**src/verilog/lwc_pkg.sv**
```systemverilog
// LWC framer shared definitions
`default_nettype none

package lwc_pkg;

    localparam int lwc_word_w = 32;
    localparam int lwc_seg_len_w = 16;

    typedef logic [lwc_word_w-1:0] lwc_word_t;
    typedef logic [lwc_seg_len_w-1:0] lwc_seg_len_t;
    // Valid bytes in a word, 0 to 4
    typedef logic [2:0] lwc_size_t;

    localparam int lwc_bytes_per_word = 4;

    // Segment header flag positions
    localparam int lwc_eot_bit = 25;
    localparam int lwc_last_bit = 24;

    // Output header types and status
    localparam logic [3:0] lwc_hdr_enc_code = 4'b0101;
    localparam logic [3:0] lwc_hdr_dec_code = 4'b0100;
    localparam logic [3:0] lwc_status_ok_code = 4'b1110;

    typedef enum logic [3:0] {
        op_enc = 4'b0010,
        op_dec = 4'b0011
    } lwc_opcode_e;

    // DO word source
    typedef enum logic [1:0] {
        sel_none,
        sel_out_hdr,
        sel_data,
        sel_status
    } lwc_do_sel_e;

endpackage

`default_nettype wire

```
**src/verilog/lwc_pdi_buffer.sv**
```systemverilog
// PDI input buffer
`timescale 1ns/100ps
`default_nettype none

module lwc_pdi_buffer (
    input  logic              clk,
    input  logic              arst_n,
    input  lwc_pkg::lwc_word_t pdi_data,
    input  logic              pdi_valid,
    output logic              pdi_ready,
    output lwc_pkg::lwc_word_t buf_data,
    output logic              buf_valid,
    input  logic              buf_pop
);

    logic load;

    // Accept while empty or while the held word leaves
    assign pdi_ready = !buf_valid || buf_pop;
    assign load = pdi_valid && pdi_ready;

    always_ff @(posedge clk or negedge arst_n) begin
        if (!arst_n) begin
            buf_valid <= 1'b0;
        end else if (load) begin
            buf_valid <= 1'b1;
        end else if (buf_pop) begin
            buf_valid <= 1'b0;
        end
    end

    always_ff @(posedge clk) begin
        if (load) begin
            buf_data <= pdi_data;
        end
    end

endmodule

`default_nettype wire

```
**src/verilog/lwc_segment_counter.sv**
```systemverilog
// Segment length counter
`timescale 1ns/100ps
`default_nettype none

module lwc_segment_counter (
    input  logic              clk,
    input  logic              arst_n,
    input  lwc_pkg::lwc_word_t buf_data,
    input  logic              cnt_load,
    input  logic              cnt_step,
    output logic              seg_empty,
    output logic              word_last,
    output lwc_pkg::lwc_size_t word_size
);

    import lwc_pkg::*;

    lwc_seg_len_t remaining;

    always_ff @(posedge clk or negedge arst_n) begin
        if (!arst_n) begin
            remaining <= '0;
        end else if (cnt_load) begin
            remaining <= buf_data[lwc_seg_len_w-1:0];
        end else if (cnt_step) begin
            if (word_last) begin
                remaining <= '0;
            end else begin
                remaining <= remaining - lwc_seg_len_t'(lwc_bytes_per_word);
            end
        end
    end

    assign seg_empty = (remaining == '0);
    assign word_last = (remaining <= lwc_seg_len_t'(lwc_bytes_per_word));

    // Capped at one full word
    always_comb begin
        if (word_last) begin
            word_size = remaining[2:0];
        end else begin
            word_size = lwc_size_t'(lwc_bytes_per_word);
        end
    end

endmodule

`default_nettype wire

```
**src/verilog/lwc_control_fsm.sv**
```systemverilog
// Instruction and segment control FSM
`timescale 1ns/100ps
`default_nettype none

module lwc_control_fsm (
    input  logic                 clk,
    input  logic                 arst_n,
    input  lwc_pkg::lwc_word_t    buf_data,
    input  logic                 buf_valid,
    output logic                 buf_pop,
    output logic                 cnt_load,
    output logic                 cnt_step,
    input  logic                 seg_empty,
    input  logic                 word_last,
    output logic                 fmt_valid,
    input  logic                 fmt_ready,
    output lwc_pkg::lwc_do_sel_e do_sel,
    output lwc_pkg::lwc_opcode_e opcode
);

    import lwc_pkg::*;

    typedef enum logic [2:0] {
        st_inst,
        st_seg_hdr,
        st_out_hdr,
        st_data,
        st_status
    } state_e;

    state_e state;
    state_e state_next;
    state_e seg_done;
    logic   seg_last;

    // Where to go once the current segment is finished
    assign seg_done = seg_last ? st_status : st_seg_hdr;

    always_ff @(posedge clk or negedge arst_n) begin
        if (!arst_n) begin
            state <= st_inst;
            opcode <= op_enc;
            seg_last <= 1'b0;
        end else begin
            state <= state_next;
            if (state == st_inst && buf_valid) begin
                opcode <= lwc_opcode_e'(buf_data[lwc_word_w-1 -: 4]);
            end
            if (cnt_load) begin
                seg_last <= buf_data[lwc_last_bit];
            end
        end
    end

    always_comb begin
        state_next = state;
        buf_pop = 1'b0;
        cnt_load = 1'b0;
        cnt_step = 1'b0;
        fmt_valid = 1'b0;
        do_sel = sel_none;
        case (state)
            st_inst: begin
                if (buf_valid) begin
                    buf_pop = 1'b1;
                    state_next = st_seg_hdr;
                end
            end
            st_seg_hdr: begin
                // Header stays in the buffer for the output header
                if (buf_valid) begin
                    cnt_load = 1'b1;
                    state_next = st_out_hdr;
                end
            end
            st_out_hdr: begin
                do_sel = sel_out_hdr;
                fmt_valid = buf_valid;
                if (buf_valid && fmt_ready) begin
                    buf_pop = 1'b1;
                    state_next = seg_empty ? seg_done : st_data;
                end
            end
            st_data: begin
                do_sel = sel_data;
                fmt_valid = buf_valid;
                if (buf_valid && fmt_ready) begin
                    buf_pop = 1'b1;
                    cnt_step = 1'b1;
                    if (word_last) begin
                        state_next = seg_done;
                    end
                end
            end
            st_status: begin
                do_sel = sel_status;
                fmt_valid = 1'b1;
                if (fmt_ready) begin
                    state_next = st_inst;
                end
            end
            default: begin
                state_next = st_inst;
            end
        endcase
    end

endmodule

`default_nettype wire

```
**src/verilog/lwc_do_formatter.sv**
```systemverilog
// DO word formatter
`timescale 1ns/100ps
`default_nettype none

module lwc_do_formatter (
    input  lwc_pkg::lwc_word_t    buf_data,
    input  lwc_pkg::lwc_do_sel_e do_sel,
    input  lwc_pkg::lwc_opcode_e opcode,
    input  lwc_pkg::lwc_size_t    word_size,
    input  logic                 word_last,
    output lwc_pkg::lwc_word_t    fmt_data,
    output logic                 fmt_last
);

    import lwc_pkg::*;

    lwc_word_t out_hdr;
    lwc_word_t data_mask;
    logic      eot;

    assign eot = buf_data[lwc_eot_bit];

    always_comb begin
        out_hdr = '0;
        out_hdr[lwc_seg_len_w-1:0] = buf_data[lwc_seg_len_w-1:0];
        out_hdr[lwc_eot_bit] = eot;
        case (opcode)
            op_dec: begin
                out_hdr[lwc_word_w-1 -: 4] = lwc_hdr_dec_code;
                out_hdr[lwc_last_bit] = eot;
            end
            default: begin
                out_hdr[lwc_word_w-1 -: 4] = lwc_hdr_enc_code;
            end
        endcase
    end

    // Keep the leading word_size bytes of a final word
    always_comb begin
        data_mask = '1;
        if (word_last) begin
            for (int i = 0; i < lwc_bytes_per_word; i++) begin
                if (i >= int'(word_size)) begin
                    data_mask[lwc_word_w-1-8*i -: 8] = 8'h00;
                end
            end
        end
    end

    always_comb begin
        fmt_data = '0;
        fmt_last = 1'b0;
        case (do_sel)
            sel_out_hdr: fmt_data = out_hdr;
            sel_data:    fmt_data = buf_data & data_mask;
            sel_status: begin
                fmt_data[lwc_word_w-1 -: 4] = lwc_status_ok_code;
                fmt_last = 1'b1;
            end
            default:     fmt_data = '0;
        endcase
    end

endmodule

`default_nettype wire

```
**src/verilog/lwc_do_buffer.sv**
```systemverilog
// DO output buffer
`timescale 1ns/100ps
`default_nettype none

module lwc_do_buffer (
    input  logic              clk,
    input  logic              arst_n,
    input  lwc_pkg::lwc_word_t fmt_data,
    input  logic              fmt_last,
    input  logic              fmt_valid,
    output logic              fmt_ready,
    output lwc_pkg::lwc_word_t do_data,
    output logic              do_valid,
    output logic              do_last,
    input  logic              do_ready
);

    logic take;

    // Refill in the same cycle the held word is drained
    assign fmt_ready = !do_valid || do_ready;
    assign take = fmt_valid && fmt_ready;

    always_ff @(posedge clk or negedge arst_n) begin
        if (!arst_n) begin
            do_valid <= 1'b0;
            do_last <= 1'b0;
        end else if (take) begin
            do_valid <= 1'b1;
            do_last <= fmt_last;
        end else if (do_ready) begin
            do_valid <= 1'b0;
            do_last <= 1'b0;
        end
    end

    always_ff @(posedge clk) begin
        if (take) begin
            do_data <= fmt_data;
        end
    end

endmodule

`default_nettype wire

```
**src/verilog/lwc_framer.sv**
```systemverilog
// LWC public data framer
`timescale 1ns/100ps
`default_nettype none

module lwc_framer (
    input  logic              clk,
    input  logic              arst_n,
    input  lwc_pkg::lwc_word_t pdi_data,
    input  logic              pdi_valid,
    output logic              pdi_ready,
    output lwc_pkg::lwc_word_t do_data,
    output logic              do_valid,
    output logic              do_last,
    input  logic              do_ready
);

    import lwc_pkg::*;

    lwc_word_t   buf_data;
    logic        buf_valid;
    logic        buf_pop;
    logic        cnt_load;
    logic        cnt_step;
    logic        seg_empty;
    logic        word_last;
    lwc_size_t   word_size;
    logic        fmt_valid;
    logic        fmt_ready;
    lwc_word_t   fmt_data;
    logic        fmt_last;
    lwc_do_sel_e do_sel;
    lwc_opcode_e opcode;

    lwc_pdi_buffer pdi_buffer_inst (
        .clk       (clk),
        .arst_n    (arst_n),
        .pdi_data  (pdi_data),
        .pdi_valid (pdi_valid),
        .pdi_ready (pdi_ready),
        .buf_data  (buf_data),
        .buf_valid (buf_valid),
        .buf_pop   (buf_pop)
    );

    lwc_segment_counter segment_counter_inst (
        .clk       (clk),
        .arst_n    (arst_n),
        .buf_data  (buf_data),
        .cnt_load  (cnt_load),
        .cnt_step  (cnt_step),
        .seg_empty (seg_empty),
        .word_last (word_last),
        .word_size (word_size)
    );

    lwc_control_fsm control_fsm_inst (
        .clk       (clk),
        .arst_n    (arst_n),
        .buf_data  (buf_data),
        .buf_valid (buf_valid),
        .buf_pop   (buf_pop),
        .cnt_load  (cnt_load),
        .cnt_step  (cnt_step),
        .seg_empty (seg_empty),
        .word_last (word_last),
        .fmt_valid (fmt_valid),
        .fmt_ready (fmt_ready),
        .do_sel    (do_sel),
        .opcode    (opcode)
    );

    lwc_do_formatter do_formatter_inst (
        .buf_data  (buf_data),
        .do_sel    (do_sel),
        .opcode    (opcode),
        .word_size (word_size),
        .word_last (word_last),
        .fmt_data  (fmt_data),
        .fmt_last  (fmt_last)
    );

    lwc_do_buffer do_buffer_inst (
        .clk       (clk),
        .arst_n    (arst_n),
        .fmt_data  (fmt_data),
        .fmt_last  (fmt_last),
        .fmt_valid (fmt_valid),
        .fmt_ready (fmt_ready),
        .do_data   (do_data),
        .do_valid  (do_valid),
        .do_last   (do_last),
        .do_ready  (do_ready)
    );

endmodule

`default_nettype wire

```
**config.mk**
```make
export PLATFORM = sky130hd
export DESIGN_NAME = lwc_framer
export DESIGN_NICKNAME = d
export VERILOG_FILES = /design/src/verilog/lwc_pkg.sv /design/src/verilog/lwc_pdi_buffer.sv /design/src/verilog/lwc_segment_counter.sv /design/src/verilog/lwc_control_fsm.sv /design/src/verilog/lwc_do_formatter.sv /design/src/verilog/lwc_do_buffer.sv /design/src/verilog/lwc_framer.sv
export SDC_FILE = /design/constraint.sdc
export NUM_CORES = 1
export LEC_CHECK = 0
export BUFFER_PORTS_ARGS = -buffer_cell sky130_fd_sc_hd__buf_2
export CORE_MARGIN = 1
export CORE_UTILIZATION = 58
export CTS_BUF_LIST = sky130_fd_sc_hd__clkbuf_8
export DETAILED_ROUTE_END_ITERATION = 12
export GPL_TIMING_DRIVEN = 0
export PLACE_DENSITY_LB_ADDON = 0.3
export SYNTH_ARGS = -nofsm -noshare
export SYNTH_HDL_FRONTEND = slang
export SYNTH_HIERARCHICAL = 1
export SYNTH_SLANG_ARGS = --single-unit
export TNS_END_PERCENT = 1
```
**constraint.sdc**
```tcl
create_clock -name clk -period 3.83 [get_ports clk]
set_clock_uncertainty 0.15 [all_clocks]
set_input_delay 0.9575 -clock clk [delete_from_list [all_inputs] [get_ports clk]]
set_output_delay 0.9575 -clock clk [all_outputs]
set_load 0.03 [all_outputs]
```
* After elaboration in Yosys (flattened, before gate mapping)
Cells that the tools add are included.
Widths: inputs -> output; s select.
** Cells by class
- Mux-type cells :: 35
- Bitwise operators :: 1
- Eq/ne operators :: 14
- Add/subtract/negate cells :: 1
- Reduce and logical (&&, ||, !) cells :: 15
- Order comparisons :: 5
** Operators with widths (count)
- $pmux 28 s2 :: 1
- $mux 16 :: 3
- $and 32x32->32 :: 1
- $mux 32 :: 1
- $mux 8 :: 4
- $mux 3 :: 9
- $le 16x3->1 const B :: 1
- $logic_not 16->1 :: 1
- $sub 16x3->16 const B :: 1
- $pmux 3 s5 :: 1
- $mux 1 :: 12
- $pmux 4 s3 :: 1
- $ne 2x1->1 const B :: 4
- $eq 3x2->1 const B :: 2
- $ge 1x3->1 const A :: 2
- $ge 2x3->1 const A :: 2
- $pmux 2 s3 :: 1
- $reduce_and 6->1 :: 1
- $reduce_bool 2->1 :: 3
- $eq 2x2->1 const B :: 2
- $eq 4x2->1 const B :: 1
- $logic_and 1x1->1 :: 4
- $ne 2x2->1 const B :: 2
- $pmux 1 s2 :: 2
- 7 further kinds :: 9
** Word-level totals
- Output and inout port bits :: 35
- Word-level logic and storage cells :: 80
- Register bits :: 91
- Input bits :: 36

* Depth between registers and ports, before layout
Gate-level depths: netlist of the first run.
- Word-level depth :: 8
- Depth in mapped cells :: 10
- Gate-level depth less buffers :: 9

* Hierarchy
Netlist of the first run, hierarchy kept.
** By module, submodules not included
- lwc_segment_counter :: area an instance 1143.6 sq um, instances 1, cells an instance 128
- lwc_do_buffer :: area an instance 1061.0 sq um, instances 1, cells an instance 40
- lwc_pdi_buffer :: area an instance 1014.7 sq um, instances 1, cells an instance 36
- lwc_control_fsm :: area an instance 518.0 sq um, instances 1, cells an instance 47
- lwc_do_formatter :: area an instance 381.6 sq um, instances 1, cells an instance 55

* Worst setup path before layout of the first run
Ideal clock, no wire load.
- Kind :: reg-to-reg
- Start :: reg segment_counter_inst.remaining[3]
- End :: reg do_buffer_inst.do_data[30] (data pin)
- Buffers on the path :: 1
- Path slack :: 978 ps
- Setup time :: 264 ps
- Cell stages (with the launch flop) :: 11
- Data required time :: 3416 ps
- Arrival time :: 2439 ps
- Cell sequence :: dfrtp_1 -> inv_1 -> ha_1 -> nor3b_1 -> o211ai_4 -> nor2_2 -> nand2_1 -> or4b_4 -> buf_6 -> a311oi_1 -> a21oi_1
** On the way
- Cells in the longest elaborated chain, start to end :: 7
** RTL lines
- start, declared :: RTL line lwc_segment_counter.sv:18 : lwc_seg_len_t remaining;
- start signal, assigned :: RTL line lwc_segment_counter.sv:24 : remaining <= buf_data[lwc_seg_len_w-1:0];
- start signal, assigned :: RTL line lwc_segment_counter.sv:29 : remaining <= remaining - lwc_seg_len_t'(lwc_bytes_per_word);
- $le 16x3->1 :: RTL line lwc_segment_counter.sv:35 : assign word_last = (remaining <= lwc_seg_len_t'(lwc_bytes_per_word));
- net word_last :: RTL line lwc_framer.sv:25 : logic word_last;
- $mux 3 :: RTL line lwc_segment_counter.sv:39 : if (word_last) begin
- net word_size[2] :: RTL line lwc_framer.sv:26 : lwc_size_t word_size;
- $ge 1x3->1 :: RTL line lwc_do_formatter.sv:43 : if (i >= int'(word_size)) begin
- $mux 8 :: RTL line lwc_do_formatter.sv:43
- $mux 32 :: RTL line lwc_do_formatter.sv:41 : if (word_last) begin
- $and 32x32->32 :: RTL line lwc_do_formatter.sv:55 : sel_data: fmt_data = buf_data & data_mask;
- $pmux 4 s3 :: RTL line lwc_do_formatter.sv:53 : case (do_sel)
- net fmt_data[30] :: RTL line lwc_framer.sv:29 : lwc_word_t fmt_data;
- end signal, assigned :: RTL line lwc_do_buffer.sv:39 : do_data <= fmt_data;
- end, declared :: RTL line lwc_do_buffer.sv:12 : output lwc_pkg::lwc_word_t do_data,
The timed path passes the listed nets, and every way through them passes these cells.
A chain may end at the register's enable or synchronous reset.

* Worst setup path in the final report of the first run
Same ends and word-level chain as after synthesis.

==> results of run 1 <==
## worst max-delay path, stage by stage (launching register included)
cell and delay (ns):
dfrtp_1 0.43, inv_1 0.12, ha_1 0.14, nor3b_1 0.43, o211ai_4 0.17, nor2_2 0.43, nand2_1 0.16, or4b_4 0.56
buf_6 0.15, a311oi_1 0.27, a21oi_1 0.07
## sequential cells by signal, indices dropped and copies added, names as in the netlist
name / count
do_buffer_inst/do_data: 32
pdi_buffer_inst/buf_data: 32
segment_counter_inst/remaining: 16
control_fsm_inst/opcode: 4
control_fsm_inst/state: 3
control_fsm_inst/seg_last: 1
do_buffer_inst/do_last: 1
do_buffer_inst/do_valid: 1
pdi_buffer_inst/buf_valid: 1
## power breakdown
group	switching [uW]	internal (uW)
registers	216	1600
clock network	345	374
logic	1280	680
total	1840	2650
## layer usage
layer  GRT usage (%)  vias up
li1                -     1301
met1            29.1     1358
met2            39.2       90
met3            5.14       13
met4            7.58        0
met5               0        -
## logic make-up (layout without fill, tap and decap cells)
family          Yosys count  after routing  synth area share (%)
flops                    91             91                  63.1
fa+ha+maj                 6              6                  1.82
buf+inv                  22            108                  3.10
xor+xnor                  6              6                  1.28
compound gates           56             56                  10.8
simple gates            118            118                  17.9
mux                       7              7                  2.00
## cells in the final DEF, fill, tap and decap left out, types with 8 or more instances in the layout
cell type	count
a21boi_0	8
and2_1	20
buf_2	72
clkbuf_8	9
dfrtp_1	26
edfxtp_1	64
inv_1	10
nand2_1	19
nand2b_1	9
nand3_1	8
nor2_1	19
nor3_1	11
## area by class of cell
cell class / count / area [um2] / area share (%)
clock inverters: 7 / 101 / 2.10
plain buffers: 11 / 81.3 / 1.69
clock buffers: 9 / 124 / 2.57
multi-input cells: 193 / 1390 / 28.9
inverters: 11 / 46.3 / 0.961
well taps: 96 / 120 / 2.49
flip-flops and latches: 91 / 2600 / 54.0
repair buffers: 70 / 350 / 7.27
## synth_stat cells, types with 2 or more instances
master     instances
a2111oi_0          2
a21boi_0           8
a21oi_1            5
a2bb2oi_1          2
a311oi_1           2
a31oi_1            3
and2_1            21
and3_1             2
buf_2              2
buf_4              2
buf_6              4
clkbuf_1           3
dfrtp_1           26
edfxtp_1          64
ha_1               6
inv_1              9
mux2_1             2
mux2_2             4
nand2_1           19
nand2b_1           9
nand2b_4           3
nand3_1            8
nand4_1            3
nor2_1            19
nor2_2             2
nor3_1            11
nor3b_1            4
nor4b_4            2
o211a_1            6
o21ai_0            6
o21bai_1           2
o31ai_1            2
o41ai_1            2
xnor2_1            3
xor2_1             3
## final timing paths
path	startpoint	end	slack (ns)	cells after the start
setup / recovery	segment_counter_inst/remaining[3]	do_buffer_inst/do_data[30]	0.50	10
hold / removal	pdi_buffer_inst/buf_data[1]	segment_counter_inst/remaining[1]	0.34	2
setup reg to reg	segment_counter_inst/remaining[3]	do_buffer_inst/do_data[30]	0.50	10
hold reg to reg	pdi_buffer_inst/buf_data[1]	segment_counter_inst/remaining[1]	0.34	2
max in group asynchronous	arst_n	segment_counter_inst/remaining[10]	2.63	1
min in group asynchronous	arst_n	control_fsm_inst/opcode[3]	0.47	1
## through the flow
step / total power (uW) / area, um2 / hold slack (ns) / utilization, %
5_1_grt: 4760 / 4820 / 0.382 / 70.5
3_3_place_gp: 3710 / 4590 / 0.315 / 67.2
3_5_place_dp: 3780 / 4590 / 0.324 / 67.2
6_report: 4500 / 4820 / 0.343 / 70.5
2_1_floorplan: 3260 / 4120 / 0.296 / -
4_1_cts: 4520 / 4810 / 0.349 / 70.5
==> key figures, run 1 <==
Route
  • Metal-1 WL: 3410 um
  • Vias: 2762
  • Remaining DRCs: 0
  • Met3 routed WL: 385 um
  • Highest routed metal layer: met4
  • Final wirelength: 8020 um
  • Drt pass-1 iters: 5
  • Initial DRC Count: 188
  • Wirelength per Cell: 16.4 um
  • Vias per cell: 5.66
  • Met2 routed WL: 4100 um
  • ANT nets after route: 0

STA
  • # setup viols final: 0
  • Worst setup margin: 0.502 ns
  • Setup tns final: 0 ns
  • Minimum clock period: 3.33 ns
  • Final Cycle Share: 86.9%
  • RSZ-0062 raised after global routing: no
  • Tightest Pin Transition: 0.779 ns
  • Final Slew Violations: 0
  • Final Hold Fails: 0
  • FMAX: 300 MHz
  • Headroom to the max-slew limit: 48.1%

Synthesis
  • Seq cells post-synth: 91
  • Sequential area share after synthesis: 63.1%
  • Asr flop ratio synth: 29.7%
  • Syn Nets: 348
  • Synth Area per Inst: 13.5 um2
  • Dominant synthesized flop cell: edfxtp_1
  • Dominant cell type by area after synthesis: edfxtp_1
  • Cell area after synthesis: 0.00412 mm2
  • Ys Warns: 6
  • Synth top area share: 46.7%
  • Post-synth EDFFs: 64
  • Mapped Cells: 306
  • Unique masters post-synth: 70
  • Synth top area cells: edfxtp_1 47%, dfrtp_1 16%, and2_1 3.2%

Die
  • Die Y-Extent: 86.3 um
  • IO Count: 71
  • # rows: 30
  • DIE AREA: 0.00744 mm2
  • Chip width: 86.3 um
  • Initial Utilization: 60.3%
  • Core area: 0.00683 mm2

Setup path
  • Critical path type: reg -> reg
  • Critical Path Start Type: flop
  • Crit path max fanout: 10
  • Critical path required time: 3.79 ns
  • Crit path DAT: 3.29 ns
  • Crit. End Element: flop

Clock network
  • Num CTS Buffers: 9
  • Hold_buf cts: 0
  • Clk_lat worst skew: 0.36 ns
  • Post-CTS Setup Inserts: 0
  • Clock Tree Buf Depth: 2
  • CTS tree: done
  • # resized after CTS: 0
  • Reg clk slew, reported paths: 0.09 ns
  • Clk root buf: clkbuf_8
  • H-tree depth: 3
  • Num Clock Sinks: 91

Pwr
  • Pwr Density: 934 mW/mm2
  • Leak Pwr: 0.00195 uW
  • Peak supply drop: 0.546 mV

Finish
  • Layout cells sized above 1: 30.4%
  • Layout Nets: 429
  • Fillcell total: 515
  • ANT cells: 0
  • Finished Layout Cells: 488
  • Synthesis-to-finish area growth: 16.9%

Global route
  • Vias in the first global route: 2682
  • Overflow after GRT: 0
  • Largest net degree at the start of global routing: 33
  • Antenna violations before repair: 0
  • Gr usage total: 22.9%
  • First-pass GRT wire length: 12900 um

Run status
  • Status: complete, no violations

Run
  • Max Cap Violations: 0

Worst hold path
  • Min-Delay Path Class: reg -> reg

Placed design
  • Dpl cells: 472
  • IO buf count: 70
  • GP Congestion: 0.903
  • Final HPWL DP: 5330 um
  • Pre-CTS worst setup slack: 0.591 ns
Power figures use the tool's default switching activity.
==> run 2, diff against run 1 <==
Settings changed: CELL_PAD_IN_SITES_DETAIL_PLACEMENT set to 1, CELL_PAD_IN_SITES_GLOBAL_PLACEMENT set to 2, CORE_UTILIZATION 58 to 40.
==> key figures, run 2 (same netlist as run 1, synthesis figures left out) <==
STA
  • Worst setup margin: 0.490 ns (-0.0119 ns)
  • Final Cycle Share: 87.2% (+0.31 points)
  • Final Hold Fails: 0 (unchanged)
  • Minimum clock period: 3.34 ns (+0.0119 ns)
  • Setup tns final: 0 ns (unchanged)
  • Final Slew Violations: 0 (unchanged)
  • # setup viols final: 0 (unchanged)
  • Headroom to the max-slew limit: 48.6% (+0.53 points)
  • RSZ-0062 raised after global routing: no
  • FMAX: 299 MHz (-0.36%)
  • Tightest Pin Transition: 0.771 ns (-0.00789 ns)

Placed design
  • Final HPWL DP: 6510 um (+22%)
  • IO buf count: 70 (unchanged)
  • Dpl cells: 509 (+7.8%)
  • Pre-CTS worst setup slack: 0.488 ns (-0.102 ns)
  • GP Congestion: 0.823 (-8.8%)

Run status
  • Status: complete, no violations

Global route
  • Overflow after GRT: 0 (unchanged)
  • Vias in the first global route: 2890 (+7.8%)
  • Antenna violations before repair: 0 (unchanged)
  • First-pass GRT wire length: 14800 um (+15%)
  • Largest net degree at the start of global routing: 33 (unchanged)
  • Gr usage total: 19.1% (-3.8 points)

Setup path
  • Critical path required time: 3.80 ns (about the same)
  • Crit path max fanout: 10 (unchanged)
  • Critical path type: reg -> reg
  • Crit. End Element: flop
  • Critical Path Start Type: flop
  • Crit path DAT: 3.31 ns (+0.02 ns)

Clock network
  • Num Clock Sinks: 91 (unchanged)
  • Hold_buf cts: 0 (unchanged)
  • # resized after CTS: 0 (unchanged)
  • Clk_lat worst skew: 0.38 ns (+0.02 ns)
  • Post-CTS Setup Inserts: 0 (unchanged)
  • H-tree depth: 3 (unchanged)
  • Clock Tree Buf Depth: 2 (unchanged)
  • Clk root buf: clkbuf_8
  • Num CTS Buffers: 9 (unchanged)
  • CTS tree: done
  • Reg clk slew, reported paths: 0.10 ns (about the same)

Route
  • Wirelength per Cell: 17.4 um (+6.0%)
  • Drt pass-1 iters: 4 (-1)
  • Remaining DRCs: 0 (unchanged)
  • ANT nets after route: 0 (unchanged)
  • Initial DRC Count: 69 (-63%)
  • Vias: 2718 (-1.6%)
  • Final wirelength: 9140 um (+14%)
  • Vias per cell: 5.18 (-8.5%)

Finish
  • Commonest non-fill, non-tap cell in the layout: buf_2
  • Finished Layout Cells: 525 (+7.6%)
  • Core Util, Final: 49.3% (-21 points)
  • Biggest regs: do_buffer_inst/do_data x32, pdi_buffer_inst/buf_data x32, segment_counter_inst/remaining x16
  • ANT cells: 0 (unchanged)
  • Most frequent cells in the layout: 72 x buf_2, 64 x edfxtp_1, 26 x dfrtp_1, 20 x and2_1
  • Synthesis-to-finish area growth: 18.1%
  • Layout Nets: 429 (unchanged)
  • Layout cells sized above 1: 30.6% (+0.26 points)

Pwr
  • Peak supply drop: 0.417 mV (-24%)
  • Pwr Density: 934 mW/mm2 (about the same)
  • Leak Pwr: 0.00194 uW (-0.22%)

Die
  • # rows: 36 (+20%)
  • Chip width: 103 um (+20%)
  • Core area: 0.00986 mm2 (+44%)
  • Initial Utilization: 41.8% (-19 points)
  • DIE AREA: 0.0107 mm2 (+44%)
  • IO Count: 71 (unchanged)
  • Die Y-Extent: 103 um (+20%)

Run
  • Max Cap Violations: 0 (unchanged)

Worst hold path
  • Min-Delay Path Class: reg -> reg
## run 2: per-stage QoR
stage / instance area [um2] / total power [uW] / hold slack, ns
4_1_cts: 4870 / 4620 / 0.338
3_5_place_dp: 4640 / 3840 / 0.320
5_1_grt: 4870 / 4850 / 0.360
3_3_place_gp: 4640 / 3790 / 0.319
2_1_floorplan: 4120 / 3260 / 0.296
6_report: 4870 / 4540 / 0.335
## run 2: layout make-up
cell class / instances / area, um2
fill: 1055 / 5000
sequential: 91 / 2600
multi-input combinational: 193 / 1390
timing repair buffer: 70 / 350
tap: 133 / 166
clock buffer: 9 / 124
clock inverter: 7 / 105
buffer: 11 / 81.3
inverter: 11 / 46.3
## run 2: worst max-delay path, cell delays in order (launching register included)
cell and delay (ns):
dfrtp_1 0.44, inv_1 0.12, ha_1 0.14, nor3b_1 0.45
o211ai_4 0.18, nor2_2 0.39, nand2_1 0.13, or4b_4 0.55
buf_6 0.15, a311oi_1 0.30, a21oi_1 0.07
## run 2: worst paths after layout
| kind | from | end | slack [ns] | cells past startpoint |
|---|---|---|---|---|
| worst max register to register | segment_counter_inst/remaining[3] | do_buffer_inst/do_data[30] | 0.49 | 10 |
| worst min-delay path | pdi_buffer_inst/buf_data[1] | segment_counter_inst/remaining[1] | 0.34 | 2 |
| min in group asynchronous | arst_n | segment_counter_inst/remaining[11] | 0.46 | 1 |
| worst min register to register | pdi_buffer_inst/buf_data[1] | segment_counter_inst/remaining[1] | 0.34 | 2 |
| worst max-delay path | segment_counter_inst/remaining[3] | do_buffer_inst/do_data[30] | 0.49 | 10 |
| max in group asynchronous | arst_n | control_fsm_inst/state[2] | 2.62 | 1 |
## run 2: layer usage
layer / track usage (%) / share of wire, % / up-vias
met5: 0 / 0 / -
met2: 34.3 / 52 / 66
met1: 21.9 / 42 / 1340
met4: 5.63 / 1.3 / 0
li1: - / - / 1300
met3: 5.98 / 4.5 / 12
## run 2: report_power, final
| part | internal [uW] | switching (uW) | leakage [uW] |
|---|---|---|---|
| clock | 379 | 363 | 0.000113 |
| sequential | 1600 | 221 | 0.000934 |
| combinational | 680 | 1300 | 0.000897 |
| total | 2660 | 1880 | 0.00194 |
